--- src/dram_pkg.sv ---
// memory sizes, timing localparams, access enums and request/response structs
package dram_pkg;

    localparam int MEM_WORDS        = 1024;  // 32-bit words in the array
    localparam int MEM_AW           = 10;    // word index width
    localparam int MEM_LAT          = 3;     // accept to rvalid, in cycles
    localparam int REFRESH_INTERVAL = 200;
    localparam int REFRESH_LAT      = 8;
    localparam int CNT_W            = 8;     // width of the controller counters

    // bit 2 marks the unsigned loads, bits 1:0 give the size
    typedef enum logic [2:0] {
        LSU_B  = 3'b000,
        LSU_H  = 3'b001,
        LSU_W  = 3'b010,
        LSU_BU = 3'b100,
        LSU_HU = 3'b101
    } lsu_size_e;

    typedef enum logic {
        MEM_READ  = 1'b0,
        MEM_WRITE = 1'b1
    } mem_op_e;

    typedef struct packed {
        logic        psel;
        logic        penable;
        logic        pwrite;
        logic [31:0] paddr;
        logic [31:0] pwdata;
        lsu_size_e   psize;   // sideband, size and signedness
    } apb_req_t;

    typedef struct packed {
        logic        pready;
        logic [31:0] prdata;
        logic        pslverr;
    } apb_rsp_t;

    typedef struct packed {
        mem_op_e           op;
        logic [MEM_AW-1:0] widx;
        logic [31:0]       wdata;
        logic [3:0]        mask;  // one bit per byte lane
        logic              last;  // final word of the apb transfer
    } mem_req_t;

    typedef struct packed {
        logic        rvalid;
        logic [31:0] rdata;
    } mem_rsp_t;

endpackage

--- src/mem_arbiter.sv ---
// mem_arbiter, two-port round-robin word request arbiter with a lock for split accesses
module mem_arbiter (
    input  logic               clk,
    input  logic               i_rst_n,
    input  logic [1:0]         i_req_valid,
    input  dram_pkg::mem_req_t i_req [2],
    output logic [1:0]         o_req_ready,
    output dram_pkg::mem_rsp_t o_rsp [2],
    output logic               o_mem_valid,
    output dram_pkg::mem_req_t o_mem_req,
    input  logic               i_mem_ready,
    input  dram_pkg::mem_rsp_t i_mem_rsp
);

    logic r_prio;       // port favored in the next open round
    logic r_lock;       // split access in progress
    logic r_owner;      // port of the outstanding request
    logic r_pend_last;  // outstanding request ends its transfer
    logic gnt;
    logic gnt_valid;
    logic accept;

    always_comb begin
        if (r_lock) begin
            gnt = r_owner;
        end else if (i_req_valid[r_prio]) begin
            gnt = r_prio;
        end else begin
            gnt = !r_prio;
        end
        gnt_valid = i_req_valid[gnt];
    end

    assign o_mem_valid = gnt_valid;
    assign o_mem_req   = i_req[gnt];
    assign accept      = gnt_valid && i_mem_ready;

    always_comb begin
        for (int i = 0; i < 2; i++) begin
            o_req_ready[i]  = i_mem_ready && (gnt == 1'(i));
            o_rsp[i].rvalid = i_mem_rsp.rvalid && (r_owner == 1'(i));  // owner only
            o_rsp[i].rdata  = i_mem_rsp.rdata;
        end
    end

    always_ff @(posedge clk) begin
        if (!i_rst_n) begin
            r_prio      <= 1'b0;
            r_lock      <= 1'b0;
            r_owner     <= 1'b0;
            r_pend_last <= 1'b0;
        end else begin
            if (accept) begin
                r_owner     <= gnt;
                r_prio      <= !gnt;
                r_pend_last <= o_mem_req.last;
            end
            // a new first half wins over the release of the previous owner
            if (accept && !o_mem_req.last) begin
                r_lock <= 1'b1;
            end else if (i_mem_rsp.rvalid && r_pend_last) begin
                r_lock <= 1'b0;
            end
        end
    end

endmodule

--- config.mk ---
export PLATFORM = sky130hd
export DESIGN_NAME = mem_arbiter
export DESIGN_NICKNAME = d
export VERILOG_FILES = /design/src/dram_pkg.sv /design/src/mem_arbiter.sv
export SDC_FILE = /design/constraint.sdc
export NUM_CORES = 1
export LEC_CHECK = 0
export BUFFER_PORTS_ARGS = -buffer_cell sky130_fd_sc_hd__buf_2
export CORE_AREA = 5 5 94 96
export CTS_CLUSTER_DIAMETER = 120
export DETAILED_ROUTE_END_ITERATION = 12
export DIE_AREA = 0 0 99 101
export PLACE_DENSITY = 0.58
export SYNTH_ARGS = -nofsm -noshare
export SYNTH_HDL_FRONTEND = slang
export SYNTH_SLANG_ARGS = --single-unit
--- constraint.sdc ---
create_clock -name clk -period 1.79 [get_ports clk]
set_input_delay 0.0895 -clock clk [delete_from_list [all_inputs] [get_ports clk]]
set_output_delay 0.0895 -clock clk [all_outputs]
set_load 0.02 [all_outputs]
* After elaboration in Yosys (flattened, before gate mapping)
Index checks and enable logic that the tools add are counted.
** Storage, ports and cells
- Register bits after elaboration :: 4
- Latch bits :: 0
- Bits in writable memories :: 0
- Bits in read-only memories :: 0
- Input port bits :: 134
- Output and inout port bits :: 117
- Word-level logic and storage cells :: 32
- Memories kept :: 0
** Cells by class
- $add $sub $neg :: 0
- Multiply operators :: 0
- Div/mod/pow operators :: 0
- $lt $le $gt $ge :: 3
- Equal/unequal tests :: 0
- Shifts and indexed selects :: 0
- Multiplexer cells :: 11
- Bitwise gates (word level) :: 3
- Reductions and logical operators :: 11
** Operators with widths (number)
- $mux 48 :: 3
- $mux 1 :: 8
- $logic_and 1x1->1 :: 7
- $lt 1x2->1 const B :: 2
- $logic_not 1->1 :: 3
- $ge 2x2->1 const B :: 1
- $not 1->1 :: 2
- $not 1->2 :: 1
- $reduce_bool 2->1 :: 1

* Logic depth before layout (Yosys ltp)
Gate-level depths: netlist of the first run.
- Word-level depth :: 11
- Gate-level depth with buffers :: 5
- Gate-level depth less buffers :: 4

* Worst setup path before layout of the first run
No wires, ideal clock.
- Path kind :: register to output
- From :: register r_prio
- To :: output port o_mem_req[10] (netlist bit)
- Arrival :: 1408 ps
- Data required time :: 1701 ps
- Slack :: 292 ps
- Cell stages (with the launch flop) :: 5
- Path buffers :: 1
- Cell sequence :: dfxtp_1 > and2_1 > o31ai_4 > buf_6 > mux2_2
** RTL lines
- from (decl) :: line mem_arbiter.sv:15 : logic r_prio;
- from (signal assigned) :: line mem_arbiter.sv:55 : r_prio <= !gnt;
- to (decl) :: line mem_arbiter.sv:10 : output dram_pkg::mem_req_t o_mem_req,

==> results of run 1 <==
-- report_power, final --
part	switching [uW]	leakage (uW)	internal (uW)
Combinational	673	0.00120	861
Clock	48.0	0.0000216	143
Sequential	11.4	0.0000337	102
-- path summary, 6_finish.rpt --
check | from | endpoint | slack, ns
worst max-delay path | r_prio$_SDFFE_PN0P_ | o_mem_req[32] | -0.04
worst min-delay path | i_rst_n | r_owner$_SDFFE_PN0P_ | 0.15
worst max register to register | r_prio$_SDFFE_PN0P_ | r_owner$_SDFFE_PN0P_ | 0.27
worst min register to register | r_lock$_SDFFE_PN0P_ | r_lock$_SDFFE_PN0P_ | 0.53
-- timing repair --
action | 4_1_cts | 5_1_grt
setup buffers | 3 | 1
gates resized for setup | 20 | 89
gates cloned | 2 | 3
pin swaps | 1 | 1
setup endpoints to repair | 48 | 48
-- final cells by class --
type	count	area, um^2	area share, %
clock buffer	3	41.29	1.770
inverter	1	3.754	0.1609
multi-input combinational	80	862.1	36.96
sequential	4	82.58	3.541
tap	105	131.4	5.633
timing repair buffer	167	1211	51.93
-- metal layers --
layer	share of wire (%)	global-route usage (%)	up-vias
met5	0	0	-
met4	2.4	4.622	0
met3	11	3.253	23
met2	50	16.48	96
met1	37	9.439	637
li1	-	-	665
-- logic make-up after synthesis --
kind of cell | after synthesis | synth area share, %
flops | 4 | 5.883
mux | 50 | 41.27
compound gates | 10 | 5.331
buf+inv | 70 | 39.71
simple gates | 20 | 7.812
-- per-stage QoR --
step / utilization [%] / instance area [um^2] / hold slack, ns / setup slack (ns) / setup TNS [ns]
final: 29.27 / 2332 / 0.1500 / -0.03628 / -0.4784
after global routing: 29.27 / 2332 / 0.1634 / -0.1099 / -3.573
after CTS: 24.51 / 1953 / 0.1466 / -0.09242 / -2.559
after detailed placement: 22.36 / 1782 / 0.1792 / 0.1399 / 0
after global placement: 22.36 / 1782 / 0.1792 / 0.1667 / 0
after floorplan: - / 1361 / 0.2112 / 0.2921 / 0
-- worst max-delay path, cell delays in order, from the launching register on --
cell       delay (ns)
dfxtp_2          0.32
and2_4           0.14
o31ai_4          0.20
buf_6            0.22
clkbuf_16        0.18
mux2_4           0.31
buf_6            0.13
-- sequential cells by signal (all words and copies together), names as in the netlist --
| register | cells |
|---|---|
| r_lock | 1 |
| r_owner | 1 |
| r_pend_last | 1 |
| r_prio | 1 |
-- cells in the final DEF, fill, tap and decap left out, types with 2 or more instances in the layout --
cell	Yosys	layout
buf_6	5	36
nand2b_1	2	2
dfxtp_2	0	2
mux2_4	0	31
nor2b_1	3	3
nand2_1	6	6
buf_4	64	6
clkbuf_16	0	3
buf_2	0	118
dfxtp_1	4	2
clkbuf_8	0	3
buf_12	0	2
mux2_2	49	18
a21oi_1	2	2
nand3_1	2	2
buf_16	0	2
o21ai_0	4	4
and2_1	4	3
==> run summary, run 1 <==
Worst Reg-to-Reg Cells: 7
Port Buf Inserts: 154
Setup ws final: -0.03628 ns
Final slew viol count: 0
Final Power: 1839 uW
Max-cap violations: 0
Status: finished with violations
Hold WC Path Type: input port to flip-flop
Leakage: 0.001252 uW
Syn_area_per_cell: 8.840 um^2
Remaining global-route overflow: 0
Row cnt: 33
P per Cell Area: 788.4 mW/mm^2
Setup violations, final: 25
Share of layout cells above drive strength 1: 87.84%
Register area share after synthesis: 5.882%
Post-layout min period: 1.826 ns
First-pass GRT wire length: 7.348 mm
Placed cells: 348
Cell with the most instances after synthesis: buf_4
Fill cells: 840
Via density: 3.947
WL/cell: 16.73 um
Fmax: 0.5476 GHz
Total Nets Final: 391
Final Wtd Congestion: 0.8179
Maximum VDD drop: 0.3315 mV
Final Hold Viols: 0
#FFs+latches synth: 4
Ant diodes: 0
Top FF cell, synth: dfxtp_1
Post-synth top area share: 40.53%
Post-Syn Nets: 288
Non-filler cells, final: 360
Post-synth top area cell: mux2_2
Yosys warns: 0
DR DRC count: 0
Root buffer cell: clkbuf_8
Gr usage total: 9.189%
Vias in the first global route: 1,408
Post-route antenna net violation count: 0
P&R area growth vs syn: 71.32%
Gate Count Post-Synth: 154
Via count: 1,421
Crit path arrival time: 1.74 ns
Clk_skew: 0.004075 ns
Synth cell types: 19
Worst Hold Depth: 2
Full die area: 0.009999 mm^2
Rel. slew slack: 81.10%
CTS Buf Count: 3
Crit. End Element: output pin
Dpl hpwl: 4.371 mm
Worst-margin pin slew: 0.2805 ns
Worst-case clock buffer depth: 2
H-tree depth: 1
CTS tree: yes
Post-synth ARST share: 0%
Area of the mapped netlist: 0.001361 mm^2
Initial antenna violation count: 0
Unrepaired setup endpoints after global routing: true
Most frequent cells after synthesis: 64 x buf_4, 49 x mux2_2, 6 x nand2_1
Starting density of the core: 17.08%
I/O pins: 251
Sink Count: 4
Clock Latency Late Sink: 0.22 ns
Clock slew at reported path FFs: 0.03 ns
Drt first pass iters: 3
Final wirelength: 6.023 mm
Crit Path Max Fanout: 6
Failing checks: negative setup slack
Crit Path Class: flip-flop to output pin
Die height: 101 um
Initial DRC Count: 46
Period Utilization, post-route: 102.0%
Post-synth EDFFs: 0
Required @ worst endpoint: 1.70 ns
Largest net degree at the start of global routing: 14
Core area: 0.007969 mm^2
Die W: 99 um
Ranking of synthesized cells by area: mux2_2 41%, buf_4 35%, dfxtp_1 5.9%, buf_6 4.1%, and2_1 1.8%
# hold bufs at CTS: 0
Startpoint Class: flip-flop
Note: power is estimated with default switching activity, not from simulation.
==> run 2, diff against run 1 <==
Settings changed: ABC_AREA set to 1, CORE_AREA 5 5 94 96 to 5 5 95 97, DIE_AREA 0 0 99 101 to 0 0 100 102, PLACE_DENSITY 0.58 to 0.57.
==> run 2 against run 1 <==
  * The flow now finishes without violations
  * Setup slack gained 0.18 ns
  * Die area grew 2.0%
  * Sequential share of layout area grew 0.82 points
  * First-iteration DRC count shrank 20%
  * Cell count grew 27%
  * Global-route usage shrank 0.45 points
  * Power shrank 34%
  * Routed wire length shrank 9.6%
  * Highest routed layer unchanged
==> run summary, run 2 <==
Crit Path Max Fanout: 18 (+12)
Die height: 102 um (+0.99%)
Yosys warns: 0 (unchanged)
Worst Hold Depth: 3 (+1)
Initial antenna violation count: 0 (unchanged)
Setup_tns: 0 ns (+0.4784 ns)
Final wirelength: 5.446 mm (-9.6%)
Post-route core utilization: 23.14% (-6.1 points)
Synth cell types: 16 (-3)
Post-layout min period: 1.647 ns (-0.1793 ns)
Required @ worst endpoint: 1.70 ns (about the same)
Area of the mapped netlist: 0.001390 mm^2 (+2.1%)
Most frequent cells after synthesis: 156 x nand2_1, 64 x buf_4, 11 x inv_1
Die W: 100 um (+1.0%)
P per Cell Area: 653.7 mW/mm^2 (-17%)
Sink Count: 4 (unchanged)
Maximum VDD drop: 0.3242 mV (-2.2%)
Gr usage total: 8.738% (-0.45 points)
Clock Latency Late Sink: 0.22 ns (about the same)
Remaining global-route overflow: 0 (unchanged)
Share of layout cells above drive strength 1: 48.16% (-40 points)
Ant diodes: 0 (unchanged)
Worst Min Path Start: i_rst_n
Final Hold Viols: 0 (unchanged)
CTS Buf Count: 3 (unchanged)
Critical R2R Capture: r_owner$_SDFFE_PN0P_
Worst-case clock buffer depth: 2 (unchanged)
First-pass GRT wire length: 7.410 mm (+0.84%)
Via count: 1,731 (+22%)
Clk_skew: 0.003143 ns (-0.0009323 ns)
Reg area: 81.33 um^2 (-1.5%)
Most frequent cells in the layout: 155 x nand2_1, 154 x buf_2, 11 x inv_1, 6 x nand3_1
Syn_area_per_cell: 5.226 um^2 (-41%)
Final Wtd Congestion: 0.7935 (-3.0%)
Row cnt: 33 (unchanged)
Total Nets Final: 489 (+25%)
Full die area: 0.01020 mm^2 (+2.0%)
Core area: 0.008051 mm^2 (+1.0%)
Commonest non-fill, non-tap cell in the layout: nand2_1
Starting density of the core: 17.26% (+0.18 points)
Post-CTS setup buffers: 0 (-3)
Multi-input gate area: 706.9 um^2 (-18%)
CTS tree: yes
Cell with the most instances after synthesis: nand2_1
Reg-to-reg critical path startpoint: r_owner$_SDFFE_PN0P_
Worst Reg-to-Reg Cells: 9 (+2)
Leakage: 0.001270 uW (+1.4%)
Placed cells: 454 (+30%)
Crit Path Class: flip-flop to output pin
Period Utilization, post-route: 92.01% (-10 points)
Fmax: 0.6072 GHz (+11%)
Vias in the first global route: 1,551 (+10%)
Post-synth top area cell: nand2_1
Rel. slew slack: 89.16% (+8.1 points)
Hold WC Path Type: input port to flip-flop
Final Power: 1218 uW (-34%)
Hold EP: r_prio$_SDFFE_PN0P_
Root buffer cell: clkbuf_8
Final slew viol count: 0 (unchanged)
I/O pins: 251 (unchanged)
Post-route antenna net violation count: 0 (unchanged)
Initial DRC Count: 37 (-20%)
Max-cap violations: 0 (unchanged)
Crit. End Element: output pin
Setup violations, final: 0 (-100%)
Top FF cell, synth: dfxtp_1
Non-filler cells, final: 458 (+27%)
H-tree depth: 1 (unchanged)
Largest net degree at the start of global routing: 37 (+23)
WL/cell: 11.89 um (-29%)
Post-synth ARST share: 0% (unchanged)
Status: completed
Drt first pass iters: 4 (+1)
Post-Syn Nets: 400 (+39%)
Crit path arrival time: 1.56 ns (-0.18 ns)
#FFs+latches synth: 4 (unchanged)
Unrepaired setup endpoints after global routing: false
Post-synth EDFFs: 0 (unchanged)
Via density: 3.779 (-4.2%)
Ranking of synthesized cells by area: nand2_1 42%, buf_4 35%, dfxtp_1 5.8%, buf_6 4.1%, inv_1 3.0%
Fill cells: 932 (+11%)
Port Buf Inserts: 154 (unchanged)
P&R area growth vs syn: 34.02%
Dpl hpwl: 4.492 mm (+2.8%)
Worst-margin pin slew: 0.1621 ns (-0.1184 ns)
Clock slew at reported path FFs: 0.03 ns (about the same)
Register area share after synthesis: 5.761% (-0.12 points)
Post-synth top area share: 42.12% (+1.6 points)
Gate Count Post-Synth: 266 (+73%)
DR DRC count: 0 (unchanged)
R2R Setup Slk: 0.41 ns (+0.14 ns)
Startpoint Class: flip-flop
-- run 2: cell types whose count changed in the layout (fill, tap and decap cells not counted), sizes merged, moves of 2 or more --
cell    delta
nand2    +152
mux2      -49
inv       +13
buf        -7
nand3      +5
and2       -4
o21ai      -4
nor2b      -3
clkbuf     -2
nand2b     -2
nor2       +2
-- run 2: critical path: stages, from the launching register on --
cell and delay, ns:
dfxtp_1 0.38, inv_1 0.09, nand2_2 0.15, nand2_8 0.12, inv_4 0.12, buf_12 0.15
nand2_1 0.10, nand2_1 0.06, buf_2 0.15
-- run 2: cell families (layout without fill, tap and decap cells) --
family / Yosys count / after routing / synth area share [%]
AND/OR/NAND/NOR: 170 / 170 / 48.61
AO/OA/AOI/OAI: 4 / 4 / 1.439
buffers and inverters: 88 / 175 / 44.19
flip-flops: 4 / 4 / 5.761
-- run 2: repair_timing --
item                       4_1_cts  5_1_grt
resized for setup                0        5
hold buffers                     0        0
setup endpoints to repair        0       48
-- run 2: where the power goes --
| part | switching [uW] | internal [uW] |
|---|---|---|
| combinational | 573 | 342 |
| clock | 53.5 | 144 |
| sequential | 7.14 | 98.3 |
-- run 2: per-layer routing --
layer | share of wire [%] | up-vias | GRT usage, %
li1 | - | 898 | -
met1 | 35 | 692 | 9.302
met2 | 48 | 135 | 14.93
met3 | 16 | 6 | 5.188
met4 | 1.2 | 0 | 2.073
met5 | 0 | - | 0
-- run 2: worst max-delay path by stage --
stage                         startpoint       endpoint  slack (ns)  cells after the start
CTS                  r_prio$_SDFFE_PN0P_  o_mem_req[42]        0.06                      8
global route         r_lock$_SDFFE_PN0P_  o_mem_req[42]       0.006                      8
detailed placement   r_prio$_SDFFE_PN0P_  o_mem_req[42]        0.31                      8
finish              r_owner$_SDFFE_PN0P_  o_mem_req[42]        0.14                      8
global placement    r_owner$_SDFFE_PN0P_  o_mem_req[42]        0.34                      8
floorplan            r_prio$_SDFFE_PN0P_  o_mem_req[17]        0.56                      8
-- run 2: cell type report --
class	instances	area share (%)
Inverter	14	2.955
Clock buffer	3	2.216
Tap cell	105	7.052
Multi-Input combinational cell	174	37.94
Sequential cell	4	4.365
Timing Repair Buffer	158	45.47
-- run 2: stage by stage --
step                setup slack (ns)  hold slack, ns  cell area (um^2)
floorplan                     0.5588          0.2099              1390
global placement              0.3408          0.1792              1778
detailed placement            0.3096          0.1792              1778
CTS                          0.06345          0.1177              1819
global route                0.006080          0.1371              1863
finish                        0.1431          0.1242              1863
==> run 3, diff against run 2 <==
Settings changed: PLACE_DENSITY 0.57 to 0.54.
==> run 3 against run 2 <==
  * Sequential power hardly changed
  * Global-route usage up 0.67 points
  * Cell area down 3.1%
  * Largest cell class unchanged
  * Highest routed layer unchanged
==> run summary, run 3 (synthesized netlist as in run 2, its figures left out) <==
Most frequent cells in the layout: 156 x nand2_1, 154 x buf_2, 11 x inv_1, 6 x nand3_1, 4 x dfxtp_1
Port Buf Inserts: 154 (unchanged)
Root buffer cell: clkbuf_8
CTS Buf Count: 3 (unchanged)
Post-layout min period: 1.621 ns (-0.02586 ns)
Core area: 0.008051 mm^2 (unchanged)
Clock slew at reported path FFs: 0.04 ns (about the same)
Setup slack after placement: 0.3573 ns (+0.04761 ns)
CP dominant cell by count: nand2_1
Clk_skew: 0.003990 ns (+0.0008475 ns)
Setup ws final: 0.1689 ns (+0.02586 ns)
Clock Latency Late Sink: 0.22 ns (about the same)
Clock power share: 16.9% (+0.7 points)
Largest net degree at the start of global routing: 27 (-27%)
Final Wtd Congestion: 0.8448 (+6.5%)
First-pass GRT wire length: 7.831 mm (+5.7%)
Initial antenna violation count: 0 (unchanged)
Ant diodes: 0 (unchanged)
Worst-margin pin slew: 0.2608 ns (+0.09874 ns)
Setup violations, final: 0 (unchanged)
Die height: 102 um (unchanged)
Remaining global-route overflow: 0 (unchanged)
WL/cell: 11.79 um (-0.88%)
Hold WC Path Type: input port to flip-flop
Rel. slew slack: 82.61% (-6.5 points)
Commonest non-fill, non-tap cell in the layout: nand2_1
Post-route core utilization: 22.42% (-0.71 points)
Critical Path Max Stage Delay: 0.36 ns (-0.02 ns)
P&R area growth vs syn: 29.88%
CP Cell Sequence: inv_1 > nand2_1 > nand2_4 > inv_2 > buf_4 > nand2_1 > nand2_1 > buf_2
Hold_ws: 0.1181 ns (-0.006138 ns)
Max-cap violations: 0 (unchanged)
Die W: 100 um (unchanged)
Initial DRC Count: 33 (-11%)
Gr usage total: 9.406% (+0.67 points)
Startpoint Class: flip-flop
Crit. End Element: output pin
Final Power: 1165 uW (-4.3%)
Post-route antenna net violation count: 0 (unchanged)
Vias in the first global route: 1,674 (+7.9%)
H-tree depth: 1 (unchanged)
Dpl hpwl: 4.599 mm (+2.4%)
Final wirelength: 5.398 mm (-0.88%)
Share of layout cells above drive strength 1: 47.59% (-0.57 points)
P per Cell Area: 645.3 mW/mm^2 (-1.3%)
Worst-case clock buffer depth: 2 (unchanged)
Highest-delay cell along the critical path: dfxtp_1
Final slew viol count: 0 (unchanged)
Via count: 1,725 (-0.35%)
# hold bufs at CTS: 0 (unchanged)
Required @ worst endpoint: 1.70 ns (about the same)
Status: completed
Switching share of power: 52.70% (+0.65 points)
Fmax: 0.6169 GHz (+1.6%)
Drt first pass iters: 4 (unchanged)
Starting density of the core: 17.26% (unchanged)
Cell internal pwr: 551.1 uW (-5.6%)
Flop pwr share: 9.0% (+0.3 points)
Crit Path Class: flip-flop to output pin
Psw: 614.0 uW (-3.1%)
DR DRC count: 0 (unchanged)
Via density: 3.766 (-0.35%)
CTS tree: yes
Leakage: 0.001251 uW (-1.5%)
I/O pins: 251 (unchanged)
Maximum VDD drop: 0.3264 mV (+0.69%)
Combinational cell fraction of total power: 74.1% (-1.0 points)
Crit path arrival time: 1.53 ns (-0.03 ns)
Final Hold Viols: 0 (unchanged)
Total Nets Final: 489 (unchanged)
Full die area: 0.01020 mm^2 (unchanged)
Crit Path Max Fanout: 23 (+5)
Sink Count: 4 (unchanged)
Period Utilization, post-route: 90.56% (-1.4 points)
Row cnt: 33 (unchanged)
run 3: timing repair:
item,in CTS,in global routing
gates resized for setup,0,1
endpoints found under the setup margin,0,1
buffers inserted,0,0
run 3: power by group through the flow:
stage / combinational (uW) / clock (uW) / sequential (uW)
after floorplan: 767 / 0 / 104
after global placement: 867 / 0 / 105
final: 863 / 197 / 104
after CTS: 875 / 204 / 104
after detailed placement: 874 / 0 / 106
after global routing: 964 / 202 / 106
run 3: per-layer routing:
metal	share of wire (%)	vias to the layer above	GRT usage, %
met5	0	-	0
li1	-	897	-
met1	33	691	9.670
met2	51	131	17.60
met3	14	6	3.413
met4	1.8	0	3.316
run 3: metrics by stage:
step                      instances  cell area [um^2]    TNS, ns
after global routing            458              1805  -0.003705
final                           458              1805          0
after CTS                       458              1802          0
after global placement          455              1760          0
after floorplan                 266              1390          0
after detailed placement        455              1760          0
run 3: cell type report:
type	instances	area (um^2)
fillers	946	6246
repair buffers	158	804.5
multi-input cells	174	695.7
well taps	105	131.4
flip-flops and latches	4	80.08
inverters	14	52.55
clock buffers	3	41.29
run 3: final timing paths:
kind,end,slack (ns),start,depth (start not counted)
max reg2reg,r_pend_last$_SDFFE_PN0P_,0.39,r_prio$_SDFFE_PN0P_,10
max,o_mem_req[19],0.17,r_owner$_SDFFE_PN0P_,8
min reg2reg,r_owner$_SDFFE_PN0P_,0.51,r_owner$_SDFFE_PN0P_,2
min,r_owner$_SDFFE_PN0P_,0.12,i_rst_n,3
run 3: worst max-delay path, delay by kind of cell (launching register included):
kind | cells | cell delay, ns
buffers and inverters | 4 | 0.53
AND/OR/NAND/NOR | 4 | 0.40
flip-flops | 1 | 0.36
