<file path="config.mk">
export PLATFORM = sky130hd
export DESIGN_NAME = unaligned_access
export DESIGN_NICKNAME = d
export VERILOG_FILES = /design/src/dram_pkg.sv /design/src/unaligned_access.sv
export SDC_FILE = /design/constraint.sdc
export NUM_CORES = 1
export LEC_CHECK = 0
export BUFFER_PORTS_ARGS = -buffer_cell sky130_fd_sc_hd__buf_4
export CORE_MARGIN = 4
export CORE_UTILIZATION = 50
export DETAILED_ROUTE_END_ITERATION = 10
export PLACE_DENSITY_LB_ADDON = 0.2
export SETUP_SLACK_MARGIN = 0.1
export SLEW_MARGIN = 20
export SYNTH_ARGS = -nofsm -noshare
export SYNTH_HDL_FRONTEND = slang
export SYNTH_SLANG_ARGS = --single-unit
</file>
<file path="constraint.sdc">
create_clock -name clk -period 4.72 [get_ports clk]
set_input_delay 0.236 -clock clk [delete_from_list [all_inputs] [get_ports clk]]
set_output_delay 0.236 -clock clk [all_outputs]
set_load 0.01 [all_outputs]
</file>
<file path="src/dram_pkg.sv">
// memory sizes, timing localparams, access enums and request/response structs
package dram_pkg;

    localparam int MEM_WORDS        = 1024;  // 32-bit words in the array
    localparam int MEM_AW           = 10;    // word index width
    localparam int MEM_LAT          = 3;     // accept to rvalid, in cycles
    localparam int REFRESH_INTERVAL = 200;
    localparam int REFRESH_LAT      = 8;
    localparam int CNT_W            = 8;     // width of the controller counters

    // bit 2 marks the unsigned loads, bits 1:0 give the size
    typedef enum logic [2:0] {
        LSU_B  = 3'b000,
        LSU_H  = 3'b001,
        LSU_W  = 3'b010,
        LSU_BU = 3'b100,
        LSU_HU = 3'b101
    } lsu_size_e;

    typedef enum logic {
        MEM_READ  = 1'b0,
        MEM_WRITE = 1'b1
    } mem_op_e;

    typedef struct packed {
        logic        psel;
        logic        penable;
        logic        pwrite;
        logic [31:0] paddr;
        logic [31:0] pwdata;
        lsu_size_e   psize;   // sideband, size and signedness
    } apb_req_t;

    typedef struct packed {
        logic        pready;
        logic [31:0] prdata;
        logic        pslverr;
    } apb_rsp_t;

    typedef struct packed {
        mem_op_e           op;
        logic [MEM_AW-1:0] widx;
        logic [31:0]       wdata;
        logic [3:0]        mask;  // one bit per byte lane
        logic              last;  // final word of the apb transfer
    } mem_req_t;

    typedef struct packed {
        logic        rvalid;
        logic [31:0] rdata;
    } mem_rsp_t;

endpackage

</file>
<file path="src/unaligned_access.sv">
// unaligned_access, apb slave that splits byte/half/word accesses into masked word requests
module unaligned_access (
    input  logic               clk,
    input  logic               i_rst_n,
    input  dram_pkg::apb_req_t i_apb,
    output dram_pkg::apb_rsp_t o_apb,
    output logic               o_req_valid,
    output dram_pkg::mem_req_t o_req,
    input  logic               i_req_ready,
    input  dram_pkg::mem_rsp_t i_rsp
);
    import dram_pkg::*;

    typedef enum logic [2:0] {
        S_IDLE,
        S_FIRST,
        S_WAIT1,
        S_SECOND,
        S_WAIT2,
        S_DONE
    } state_e;

    state_e            state;
    logic              r_err;
    logic [31:0]       r_word0;   // word at the access address
    logic [31:0]       r_word1;   // following word of a split load

    logic [1:0]        off;
    logic [3:0]        base_mask;
    logic [1:0]        span;      // access bytes minus one
    logic [7:0]        mask8;
    logic [63:0]       wdata64;
    logic [63:0]       rdata64;
    logic [31:0]       ld_raw;
    logic [32:0]       end_addr;
    logic              split;
    logic              range_err;
    logic [MEM_AW-1:0] widx0;

    assign off = i_apb.paddr[1:0];

    always_comb begin
        case (i_apb.psize)
            LSU_B, LSU_BU: begin
                base_mask = 4'b0001;
                span      = 2'd0;
            end
            LSU_H, LSU_HU: begin
                base_mask = 4'b0011;
                span      = 2'd1;
            end
            default: begin
                base_mask = 4'b1111;
                span      = 2'd3;
            end
        endcase
    end

    // lanes above 3 belong to the next word
    assign mask8     = {4'b0000, base_mask} << off;
    assign wdata64   = {32'h0, i_apb.pwdata} << {off, 3'b000};
    assign split     = |mask8[7:4];
    assign widx0     = i_apb.paddr[MEM_AW+1:2];

    // every byte touched has to lie inside the array
    assign end_addr  = {1'b0, i_apb.paddr} + {31'h0, span};
    assign range_err = end_addr >= 33'(4 * MEM_WORDS);

    assign o_req_valid = (state == S_FIRST) || (state == S_SECOND);

    always_comb begin
        o_req.op = i_apb.pwrite ? MEM_WRITE : MEM_READ;
        if (state == S_SECOND) begin
            o_req.widx  = widx0 + MEM_AW'(1);
            o_req.wdata = wdata64[63:32];  // remaining bytes shifted down
            o_req.mask  = mask8[7:4];
            o_req.last  = 1'b1;
        end else begin
            o_req.widx  = widx0;
            o_req.wdata = wdata64[31:0];
            o_req.mask  = mask8[3:0];
            o_req.last  = !split;
        end
    end

    // merge both words, then pick the addressed bytes
    assign rdata64 = {r_word1, r_word0} >> {off, 3'b000};
    assign ld_raw  = rdata64[31:0];

    always_comb begin
        o_apb.pready  = (state == S_DONE);
        o_apb.pslverr = (state == S_DONE) && r_err;
        case (i_apb.psize)
            LSU_B:   o_apb.prdata = {{24{ld_raw[7]}}, ld_raw[7:0]};
            LSU_BU:  o_apb.prdata = {24'h0, ld_raw[7:0]};
            LSU_H:   o_apb.prdata = {{16{ld_raw[15]}}, ld_raw[15:0]};
            LSU_HU:  o_apb.prdata = {16'h0, ld_raw[15:0]};
            default: o_apb.prdata = ld_raw;
        endcase
    end

    always_ff @(posedge clk) begin
        if (!i_rst_n) begin
            state <= S_IDLE;
            r_err <= 1'b0;
        end else begin
            case (state)
                S_IDLE: begin
                    if (i_apb.psel && i_apb.penable) begin  // access phase
                        r_err <= range_err;
                        state <= range_err ? S_DONE : S_FIRST;
                    end
                end
                S_FIRST: begin
                    if (i_req_ready) begin
                        state <= S_WAIT1;
                    end
                end
                S_WAIT1: begin
                    if (i_rsp.rvalid) begin
                        state <= split ? S_SECOND : S_DONE;
                    end
                end
                S_SECOND: begin
                    if (i_req_ready) begin
                        state <= S_WAIT2;
                    end
                end
                S_WAIT2: begin
                    if (i_rsp.rvalid) begin
                        state <= S_DONE;
                    end
                end
                default: state <= S_IDLE;  // S_DONE, one cycle of pready
            endcase
        end
    end

    always_ff @(posedge clk) begin
        if (i_rsp.rvalid && state == S_WAIT1) begin
            r_word0 <= i_rsp.rdata;
        end
        if (i_rsp.rvalid && state == S_WAIT2) begin
            r_word1 <= i_rsp.rdata;
        end
    end

endmodule

</file>
==> After elaboration in Yosys (flattened, before gate mapping) <==
Index checks and enable logic that the tools add are counted.
{ "word_totals": {"regBits": 68, "inputBits": 106, "output_inout_bits": 83, "word_cells": 49} }
{ "op_classes": {"add_sub_neg": 2, "n_lt_le_gt_ge": 1, "eq_ne": 13, "n_shift": 3, "muxes": 13, "n_reduce_logical": 13} }
{ "op_table": {"columns": ["op", "count"], "rows": [
  ["$pmux 32 s4", 1],
  ["$shl 32x5->64", 1],
  ["$shr 64x5->32", 1],
  ["$mux 47", 1],
  ["$add 32x2->33", 1],
  ["$ge 33x13->1 const B", 1],
  ["$mux 3", 7],
  ["$pmux 3 s5", 1],
  ["$eq 3x3->1 const B", 4],
  ["$add 10x1->10 const B", 1],
  ["$ne 2x2->1 const B", 5],
  ["$pmux 4 s2", 1],
  ["$shl 4x2->8", 1],
  ["$eq 3x1->1 const B", 2],
  ["$eq 3x2->1 const B", 2],
  ["$logic_not 3->1", 2],
  ["$reduce_and 5->1", 1],
  ["$logic_and 1x1->1", 4],
  ["$pmux 2 s2", 1],
  ["$reduce_or 2->1", 2],
  ["$reduce_or 4->1", 1],
  ["$reduce_and 2->1", 1],
  ["$logic_not 1->1", 1],
  ["$logic_or 1x1->1", 1],
  ["$mux 1", 1]
]} }

==> Longest topological paths before layout <==
Gate-level depths: netlist (run 1).
{ "logic_depth": {"depth_word": 8, "ltp_mapped": 12, "ltp_nobuf": 11} }

==> Least setup slack after synthesis (run 1) <==
No wires, ideal clock.
{ "synth_timing": {"kind": "register to register", "from": "register state[1]", "to": "register r_word0[0], enable pin", "setup_ns": 0.468, "arrival_ns": 3.188, "required_ns": 4.252, "path_slack_ns": 1.064, "path_stages_with_launch": 4, "path_buffers": 1, "period_less_slack_ns": 3.656, "cell_sequence": "dfxtp_1 -> clkbuf_1 -> nor2b_1 -> nor3b_1"} }
{ "synth_between": {"elab_chain_len": 2} }
{ "synth_rtl": {"columns": ["item", "line", "rtl"], "rows": [
  ["start: declaration", "unaligned_access.sv:23", "state_e state;"],
  ["start signal: assignment", "unaligned_access.sv:111", "state <= range_err ? S_DONE : S_FIRST;"],
  ["start signal: assignment", "unaligned_access.sv:121", "state <= split ? S_SECOND : S_DONE;"],
  ["$eq 3x2->1", "unaligned_access.sv:140", "if (i_rsp.rvalid && state == S_WAIT1) begin"],
  ["$logic_and 1x1->1", "unaligned_access.sv:140", null],
  ["end signal: assignment", "unaligned_access.sv:141", "r_word0 <= i_rsp.rdata;"],
  ["end: declaration", "unaligned_access.sv:25", "logic [31:0] r_word0;"]
]} }
Every way passes these cells.
A chain may end at the register's enable or synchronous reset.

==> Worst setup path after layout (run 1) <==
{ "layout_timing": {"from": "input i_apb[1] in the netlist's numbering", "to": "register r_err"} }
{ "layout_between": {"elab_chain_len": 5, "word_cells_on_any_way": 9, "cone_classes": "1 x add/sub; 1 x order compare; 3 x eq/ne; 1 x mux; 3 x reduce/logical"} }
{ "layout_rtl": {"columns": ["item", "line", "rtl"], "rows": [
  ["start: declaration", "unaligned_access.sv:5", "input dram_pkg::apb_req_t i_apb,"],
  ["$eq 3x3->1 (tied with other cells)", "unaligned_access.sv:43", "case (i_apb.psize)"],
  ["$reduce_or 2->1", "unaligned_access.sv:43", null],
  ["$pmux 2 s2 (*)", "unaligned_access.sv:43", null],
  ["$add 32x2->33 (*)", "unaligned_access.sv:66", "assign end_addr = {1'b0, i_apb.paddr} + {31'h0, span};"],
  ["$ge 33x13->1 (*)", "unaligned_access.sv:67", "assign range_err = end_addr >= 33'(4 * MEM_WORDS);"],
  ["end signal: assignment", "unaligned_access.sv:110", "r_err <= range_err;"],
  ["end: declaration", "unaligned_access.sv:24", "logic r_err;"]
]} }
Mark *: on every way between the ends. The rest lies on a longest branch, timed or not.

==> impl_metrics.env, run 1 <==
export IMPL_path_max_fanout=18
export IMPL_slew_headroom=0.353
export IMPL_clock_root_buffer="clkbuf_8"
export IMPL_synth_seq_area_share=0.379
export IMPL_finalMaxSlewViolations=0
export IMPL_die_area_mm2=0.0109
export IMPL_ys_types=55
export IMPL_drive_gt1_frac=0.354
export IMPL_clkPwrFrac=0.231
export IMPL_p_leak_nw=2.70
export IMPL_area_growth_pct=34.2
export IMPL_start_util=0.523
export IMPL_die_h_um=104
export IMPL_antenna_left=0
export IMPL_pwr_share_comb=0.349
export IMPL_finalCritPeriodShare=0.605
export IMPL_cts_path_max_buffers=2
export IMPL_insertion_delay_ns=0.32
export IMPL_gp_congestion=0.911
export IMPL_fillCellCount=685
export IMPL_startpoint_type="input port"
export IMPL_drc=0
export IMPL_syn_area_mm2=0.00465
export IMPL_finalInstanceArea_mm2=0.00624
export IMPL_drt_pass1_iterations=5
export IMPL_fmax_mhz=350
export IMPL_p_seq_frac=0.420
export IMPL_numPortBuffers=186
export IMPL_numCtsBuffers=9
export IMPL_first_global_vias=4399
export IMPL_fp_row_count=34
export IMPL_cts_hold_buf=0
export IMPL_skew_ns=0.00631
export IMPL_cts_clk_slew_worst_paths_ns=0.07
export IMPL_p_per_area_mw_per_mm2=262
export IMPL_switchingPower_mw=0.532
export IMPL_utilization=0.702
export IMPL_hold_class="in2reg"
export IMPL_swShare=0.325
export IMPL_num_vias=4648
export IMPL_status="completed"
export IMPL_vdd_drop_max_mv=0.295
export IMPL_postSynthCellCount=524
export IMPL_synth_fp_nets=635
export IMPL_dpl_instance_area_mm2=0.00608
export IMPL_worst_pin_slew_ns=0.970
export IMPL_synth_edff_count=56
export IMPL_end_kind="register"
export IMPL_ys_seq_elements=60
export IMPL_routedWlPerCell_um=18.0
export IMPL_syn_avg_cell_area_um2=8.88
export IMPL_grt_max_degree=88
export IMPL_wl_um=14400
export IMPL_grt_pass1_wl_um=22900
export IMPL_synth_flop_cell="edfxtp_1"
export IMPL_dpl_hpwl_um=11100
export IMPL_finalSetupTns_ns=0
export IMPL_rsz0062_at_grt="false"
export IMPL_fin_nets=797
export IMPL_antenna_found_initial=0
export IMPL_cts_setup_buffers=0
export IMPL_worst_ep_arrival_time_ns=3.07
export IMPL_worstSetupPathType="in2reg"
export IMPL_power_mw=1.64
export IMPL_core_area_mm2=0.00889
export IMPL_grt_ovfl_total=0
export IMPL_drv_cap=0
export IMPL_drtIter0Drc=300
export IMPL_final_hold_violation_count=0
export IMPL_clock_sinks=60
export IMPL_multi_input_area_mm2=0.00271
export IMPL_cts_tree="done"
export IMPL_io_pins=189
export IMPL_async_flop_share=0
export IMPL_yosysWarnings=0
export IMPL_required_ns=4.94
export IMPL_intPower_mw=1.10
export IMPL_seq_area_mm2=0.00176
export IMPL_num_antenna_cells=0
export IMPL_grt_use_total=0.257
export IMPL_cts_max_level=3
export IMPL_setup_violations=0
export IMPL_via_per_inst=5.82
export IMPL_finalCriticalPeriod_ns=2.85
export IMPL_die_w_um=104
export IMPL_ctsResizeCount=0
==> state kept, by name, summed over array words and instances (netlist names) <==
| signal | flops |
|---|---|
| r_word1 | 24 |
| r_err | 1 |
| state | 3 |
| r_word0 | 32 |
==> routing by layer <==
metal  global-route usage  vias to the layer above  part of all wire
met4               0.0665                        0             0.011
li1                     -                     2253                 -
met3               0.0546                       16             0.082
met5                    0                        -                 0
met1                0.317                     2159              0.40
met2                0.455                      220              0.51
==> cells by family (layout without fill, tap and decap cells) <==
| group | count (synthesis) | after routing | synth area share |
|---|---|---|---|
| xor gates and xnor gates | 11 | 11 | 0.0207 |
| and+or+nand+nor | 223 | 223 | 0.241 |
| DFF | 60 | 60 | 0.379 |
| AOI/OAI and AO/OA | 115 | 115 | 0.148 |
| muxes | 60 | 60 | 0.155 |
| buffers and inverters | 50 | 216 | 0.0414 |
| adders and majority gates | 5 | 5 | 0.0151 |
==> through the flow <==
stage / instances / setup slack (ns) / hold slack, ns
finish: 798 / 1.87 / 0.0876
global route: 798 / 1.62 / 0.0720
CTS: 798 / 1.87 / 0.0748
detailed placement: 783 / 1.54 / 0.415
global placement: 783 / 1.63 / 0.414
floorplan: 524 / 1.06 / 0.335
==> cell usage after synthesis (3+ instances only) <==
cell type  instances  area (um2)
a211oi_1           7        52.6
a21oi_1           33         165
and3_1            13        81.3
and4_1             5        43.8
buf_1              8        30.0
clkbuf_1          31         116
dfxtp_1            4        80.1
edfxtp_1          56        1680
ha_1               4        50.1
inv_1              9        33.8
mux2_2            16         180
mux2i_1           36         360
mux4_2             8         180
nand2_1           87         327
nand2b_1          13        81.3
nand3_1           21         105
nand4_1            6        37.5
nor2_1            37         139
nor2b_1            7        43.8
nor3_1             6        30.0
nor3b_1            4        30.0
nor4_1             4        25.0
o211ai_1           3        22.5
o21ai_0           41         205
o22ai_1           11        68.8
o31ai_1            3        22.5
or3_1              3        18.8
xnor2_1            7        61.3
xor2_1             4        35.0
==> layout by cell type, fill, tap and decap left out, types with 5 or more instances in the layout <==
cell / synthesis / routed
a211oi_1: 7 / 7
a21oi_1: 33 / 33
and3_1: 13 / 13
and4_1: 5 / 5
buf_4: 1 / 192
clkbuf_8: 0 / 9
edfxtp_1: 56 / 56
inv_1: 9 / 9
mux2_2: 16 / 16
mux2i_1: 36 / 36
mux4_2: 8 / 8
nand2_1: 87 / 87
nand2b_1: 13 / 13
nand3_1: 21 / 21
nand4_1: 6 / 6
nor2_1: 37 / 37
nor2b_1: 7 / 7
nor3_1: 6 / 5
o21ai_0: 41 / 41
o22ai_1: 11 / 11
xnor2_1: 7 / 7
==> worst paths after layout <==
kind | start | to | slack [ns] | depth (start not counted)
worst max-delay path | i_apb[1] | r_err | 1.87 | 12
worst min-delay path | i_rsp[26] | r_word0[26] | 0.09 | 1
worst min register to register | r_err | r_err | 0.54 | 1
worst max register to register | state[1] | r_word0[21] | 2.97 | 3
==> final cells by class <==
type                    instances  share of cell area
repair buffers                192               0.231
flip-flops and latches         60               0.282
clock buffers                   9              0.0198
clock inverters                 6             0.00661
multi-input cells             414               0.433
well taps                     108              0.0216
inverters                       9             0.00541
==> power by group through the flow <==
stage	Sequential, mW	Combinational [mW]	Clock [mW]
2_1_floorplan	0.673	0.320	0
3_3_place_gp	0.694	0.563	0
3_5_place_dp	0.698	0.570	0
4_1_cts	0.687	0.572	0.384
5_1_grt	0.693	0.622	0.413
6_report	0.688	0.571	0.379
==> worst max-delay path, cell delays in order <==
cell and delay, ns:
buf_4 0.18, nor2_1 0.41, inv_1 0.17, ha_1 0.25, fa_1 0.37, nand2_1 0.11
nor4_2 0.10, or3_1 0.32, a311oi_1 0.24, o2111ai_1 0.20, or2b_1 0.26, o221a_1 0.21
Note: power is estimated with default switching activity, not from simulation.
==> run 2, diff against run 1 <==
- CORE_UTILIZATION: 50 -> 45
- clock period: 4.72 -> 2.4 ns (I/O delays scaled with it)
==> impl_metrics.env, run 2 (synthesized netlist as in run 1, its figures left out) <==
export IMPL_first_global_vias=4618
export IMPL_die_h_um=110
export IMPL_area_growth_pct=46.7
export IMPL_critPathMaxStageDelay_ns=0.32
export IMPL_whs_ns=0.0312
export IMPL_drt_met1_wl_um=6030
export IMPL_met3_length_um=1490
export IMPL_final_common_cell="buf_4"
export IMPL_cts_tree="done"
export IMPL_path_cells="nand2b_1 -> inv_2 -> and2_4 -> buf_4 -> nand2_1 -> o22ai_1 -> buf_4"
export IMPL_worstSetupPathType="reg2out"
export IMPL_antenna_found_initial=0
export IMPL_numPlacedInstances=828
export IMPL_cp_common_cell="buf_4"
export IMPL_finalMaxSlewViolations=0
export IMPL_startpoint_type="register"
export IMPL_numPortBuffers=186
export IMPL_required_ns=2.28
export IMPL_grt_pass1_wl_um=23600
export IMPL_largest_reg_flops=32
export IMPL_fp_row_count=36
export IMPL_routedWlPerCell_um=17.7
export IMPL_setup_violations=0
export IMPL_drc=0
export IMPL_layout_common_cells="210 x buf_4, 86 x nand2_1, 56 x edfxtp_1, 39 x o21ai_0, 36 x mux2i_1"
export IMPL_cts_max_level=3
export IMPL_dpl_hpwl_um=11700
export IMPL_die_area_mm2=0.0120
export IMPL_num_vias=4934
export IMPL_worst_pin_slew_ns=0.680
export IMPL_drt_pass1_iterations=6
export IMPL_cts_setup_buffers=0
export IMPL_grt_ovfl_total=0
export IMPL_reg_largest_list="r_word0 x32, r_word1 x24, state x3"
export IMPL_fin_nets=849
export IMPL_instances_no_fill=876
export IMPL_wl_met2_um=7690
export IMPL_hold_class="in2reg"
export IMPL_finalCriticalPeriod_ns=2.18
export IMPL_skew_ns=0.00660
export IMPL_slew_headroom=0.546
export IMPL_vdd_drop_max_mv=0.505
export IMPL_end_kind="primary output"
export IMPL_wl_um=15500
export IMPL_grt_max_degree=83
export IMPL_antenna_left=0
export IMPL_rsz0062_at_grt="true"
export IMPL_via_per_inst=5.63
export IMPL_grt_use_total=0.252
export IMPL_fmax_mhz=459
export IMPL_cts_clk_slew_worst_paths_ns=0.06
export IMPL_top_layer="met4"
export IMPL_top_register="r_word0"
export IMPL_finalCritPeriodShare=0.907
export IMPL_numCtsBuffers=9
export IMPL_status="completed"
export IMPL_drtIter0Drc=343
export IMPL_die_w_um=110
export IMPL_final_hold_violation_count=0
export IMPL_power_mw=3.33
export IMPL_start_util=0.469
export IMPL_io_pins=189
export IMPL_cp_slowest_cell="dfxtp_1"
export IMPL_drv_cap=0
export IMPL_worst_ep_arrival_time_ns=2.06
export IMPL_core_area_mm2=0.00991
export IMPL_p_per_area_mw_per_mm2=488
export IMPL_clock_root_buffer="clkbuf_8"
export IMPL_cts_path_max_buffers=2
export IMPL_num_antenna_cells=0
export IMPL_gp_congestion=0.852
export IMPL_path_max_fanout=10
export IMPL_insertion_delay_ns=0.33
export IMPL_p_leak_nw=2.96
export IMPL_drive_gt1_frac=0.365
export IMPL_clock_sinks=60
==> run 2: changes by cell type in the layout (fill, tap and decap cells not counted), sizes merged <==
cell         delta
buf            +20
clkbuf          +1
clkinv          +2
clkinvlp        -1
dlygate4sd3    +32
inv             -1
==> run 2: area by class of cell <==
class                      instances  area [um2]
sequential                        60        1760
tap                              133         166
timing repair buffer             244        1930
fill                             763        3090
clock buffer                      10         128
clock inverter                     6        31.3
inverter                           9        33.8
multi-input combinational        414        2770
==> run 2: through the flow <==
stage | setup TNS (ns) | cell area, um2 | setup WS, ns | util
after global routing | 0 | 6820 | 0.0760 | 0.689
after global placement | -0.0731 | 6310 | -0.0592 | 0.636
after CTS | 0 | 6790 | 0.109 | 0.685
after detailed placement | -0.216 | 6310 | -0.135 | 0.636
after floorplan | 0 | 4730 | 0.00892 | -
final | 0 | 6820 | 0.223 | 0.689
==> run 2: timing repair <==
item,4_1_cts,5_1_grt
setup endpoints to repair,23,23
hold endpoints to repair,56,0
gates resized for setup,2,11
hold buffers,32,0
==> run 2: final timing paths <==
check | from | endpoint | slack, ns | cells past startpoint
worst max-delay path | state[2] | o_req[19] | 0.22 | 7
worst min-delay path | i_rst_n | state[0] | 0.03 | 2
worst max register to register | state[1] | r_word0[30] | 0.54 | 4
worst min register to register | r_err | r_err | 0.53 | 1
==> run 2: routing by layer <==
layer | global-route usage | up-vias
met1 | 0.310 | 2309
met4 | 0.0899 | 0
met2 | 0.439 | 240
li1 | - | 2358
met3 | 0.0517 | 27
met5 | 0 | -
==> run 2: report_power, final <==
part	internal (mW)	total, mW	switching [mW]
clock network	0.361	0.726	0.365
logic	0.616	1.29	0.674
registers	1.27	1.31	0.0443
total	2.25	3.33	1.08
==> run 2: critical path, delay by kind of cell, from the launching register on <==
family	cells	cell delay, ns
compound gates	1	0.32
buf+inv	3	0.45
flops	1	0.32
simple gates	3	0.63
==> run 3, diff against run 2 <==
- clock period: 2.4 -> 2 ns (I/O delays scaled with it)
==> impl_metrics.env, run 3 (synthesized netlist as in run 1, its figures left out) <==
export IMPL_num_antenna_cells=0
export IMPL_top_layer="met4"
export IMPL_largest_reg_flops=32
export IMPL_numPlacedInstances=854
export IMPL_routedWlPerCell_um=19.6
export IMPL_finalCriticalPeriod_ns=2.00
export IMPL_dpl_instance_area_mm2=0.00655
export IMPL_insertion_delay_ns=0.34
export IMPL_startpoint_type="input port"
export IMPL_pwr_share_comb=0.404
export IMPL_hold_class="in2reg"
export IMPL_instances_no_fill=920
export IMPL_grt_max_degree=83
export IMPL_slew_headroom=0.678
export IMPL_p_seq_frac=0.349
export IMPL_required_ns=2.24
export IMPL_fin_nets=893
export IMPL_wl_um=18000
export IMPL_p_leak_nw=3.39
export IMPL_numPortBuffers=186
export IMPL_die_area_mm2=0.0120
export IMPL_swShare=0.341
export IMPL_met3_length_um=1490
export IMPL_skew_ns=0.00583
export IMPL_core_area_mm2=0.00991
export IMPL_via_per_inst=5.82
export IMPL_antenna_found_initial=0
export IMPL_status="completed"
export IMPL_die_h_um=110
export IMPL_reg_largest_list="r_word0 x32, r_word1 x24, state x3"
export IMPL_setup_violations=0
export IMPL_layout_common_cells="230 x buf_4, 71 x nand2_1, 56 x edfxtp_1, 36 x mux2i_1, 33 x dlygate4sd3_1"
export IMPL_wl_met2_um=9180
export IMPL_worst_ep_arrival_time_ns=2.23
export IMPL_grt_ovfl_total=0
export IMPL_die_w_um=110
export IMPL_finalCritPeriodShare=0.998
export IMPL_path_max_fanout=6
export IMPL_rsz0062_at_grt="true"
export IMPL_clock_sinks=60
export IMPL_preCtsSetupSlack_ns=-0.522
export IMPL_worst_pin_slew_ns=0.479
export IMPL_cts_tree="done"
export IMPL_worstSetupPathType="in2reg"
export IMPL_first_global_vias=5057
export IMPL_finalInstanceArea_mm2=0.00785
export IMPL_drv_cap=0
export IMPL_drt_pass1_iterations=5
export IMPL_dpl_hpwl_um=11700
export IMPL_start_util=0.469
export IMPL_numCtsBuffers=9
export IMPL_area_growth_pct=68.8
export IMPL_finalSetupTns_ns=0
export IMPL_cts_path_max_buffers=2
export IMPL_switchingPower_mw=1.57
export IMPL_grt_use_total=0.280
export IMPL_cts_max_level=3
export IMPL_setup_ws_ns=0.00439
export IMPL_drive_gt1_frac=0.494
export IMPL_end_kind="register"
export IMPL_p_per_area_mw_per_mm2=586
export IMPL_clock_root_buffer="clkbuf_8"
export IMPL_fmax_mhz=501
export IMPL_drt_met1_wl_um=6950
export IMPL_intPower_mw=3.03
export IMPL_finalMaxSlewViolations=0
export IMPL_cts_clk_slew_worst_paths_ns=0.08
export IMPL_final_hold_violation_count=0
export IMPL_antenna_left=0
export IMPL_num_vias=5350
export IMPL_clkPwrFrac=0.247
export IMPL_vdd_drop_max_mv=0.609
export IMPL_io_pins=189
export IMPL_grt_pass1_wl_um=26100
export IMPL_drc=0
export IMPL_gp_congestion=0.865
export IMPL_top_register="r_word0"
export IMPL_drtIter0Drc=472
export IMPL_final_common_cell="buf_4"
export IMPL_fillCellCount=639
export IMPL_fp_row_count=36
## run 3: per-stage QoR
stage | util | hold WS (ns) | total power [mW]
final | 0.792 | 0.101 | 4.60
after global routing | 0.792 | 0.0987 | 4.81
after CTS | 0.754 | 0.0891 | 4.43
after detailed placement | 0.661 | 0.200 | 3.13
after global placement | 0.661 | 0.200 | 3.09
after floorplan | - | 0.199 | 2.39
## run 3: path summary, 6_finish.rpt
| path | from | endpoint | slack (ns) | cells after the start |
|---|---|---|---|---|
| hold / removal | i_req_ready | state[0] | 0.10 | 3 |
| setup / recovery | i_apb[0] | r_err | 0.004 | 14 |
| hold reg to reg | r_err | r_err | 0.54 | 1 |
| setup reg to reg | state[2] | state[1] | 0.41 | 8 |
## run 3: worst max-delay path, cell delays in order
cell and delay (ns):
buf_8 0.10, nor2_4 0.11, inv_2 0.06, ha_4 0.16
fa_2 0.33, nand2_2 0.10, nor4_4 0.06, buf_4 0.15
buf_6 0.10, a211o_1 0.29, nand2_2 0.11, nand4b_4 0.11
or2_1 0.23, o221a_1 0.20
## run 3: timing repair
item / CTS / global route
pin swaps: 7 / 24
setup endpoints to repair: 67 / 51
hold buffers: 33 / 0
hold endpoints to repair: 57 / 0
gates resized for setup: 72 / 94
setup buffers: 9 / 4
gates cloned: 3 / 1
## run 3: per-layer routing
metal | vias to the layer above | global-route usage
met3 | 44 | 0.0464
met1 | 2566 | 0.356
met5 | - | 0
li1 | 2463 | -
met2 | 277 | 0.488
met4 | 0 | 0.0837
## run 3: final cells by class
type                            count  area [um2]  area share
Clock buffer                        9         124      0.0158
Clock inverter                      7        75.1     0.00956
Sequential cell                    60        1770       0.225
Timing Repair Buffer              288        2480       0.317
Tap cell                          133         166      0.0212
Inverter                            9        36.3     0.00462
Multi-Input combinational cell    414        3200       0.407
## run 3: power by group through the flow
stage                     sequential [mW]  combinational (mW)  clock, mW
after detailed placement             1.61                1.52          0
after floorplan                      1.58               0.803          0
after global routing                 1.62                1.99       1.20
after global placement               1.60                1.49          0
final                                1.60                1.86       1.14
after CTS                            1.59                1.71       1.13
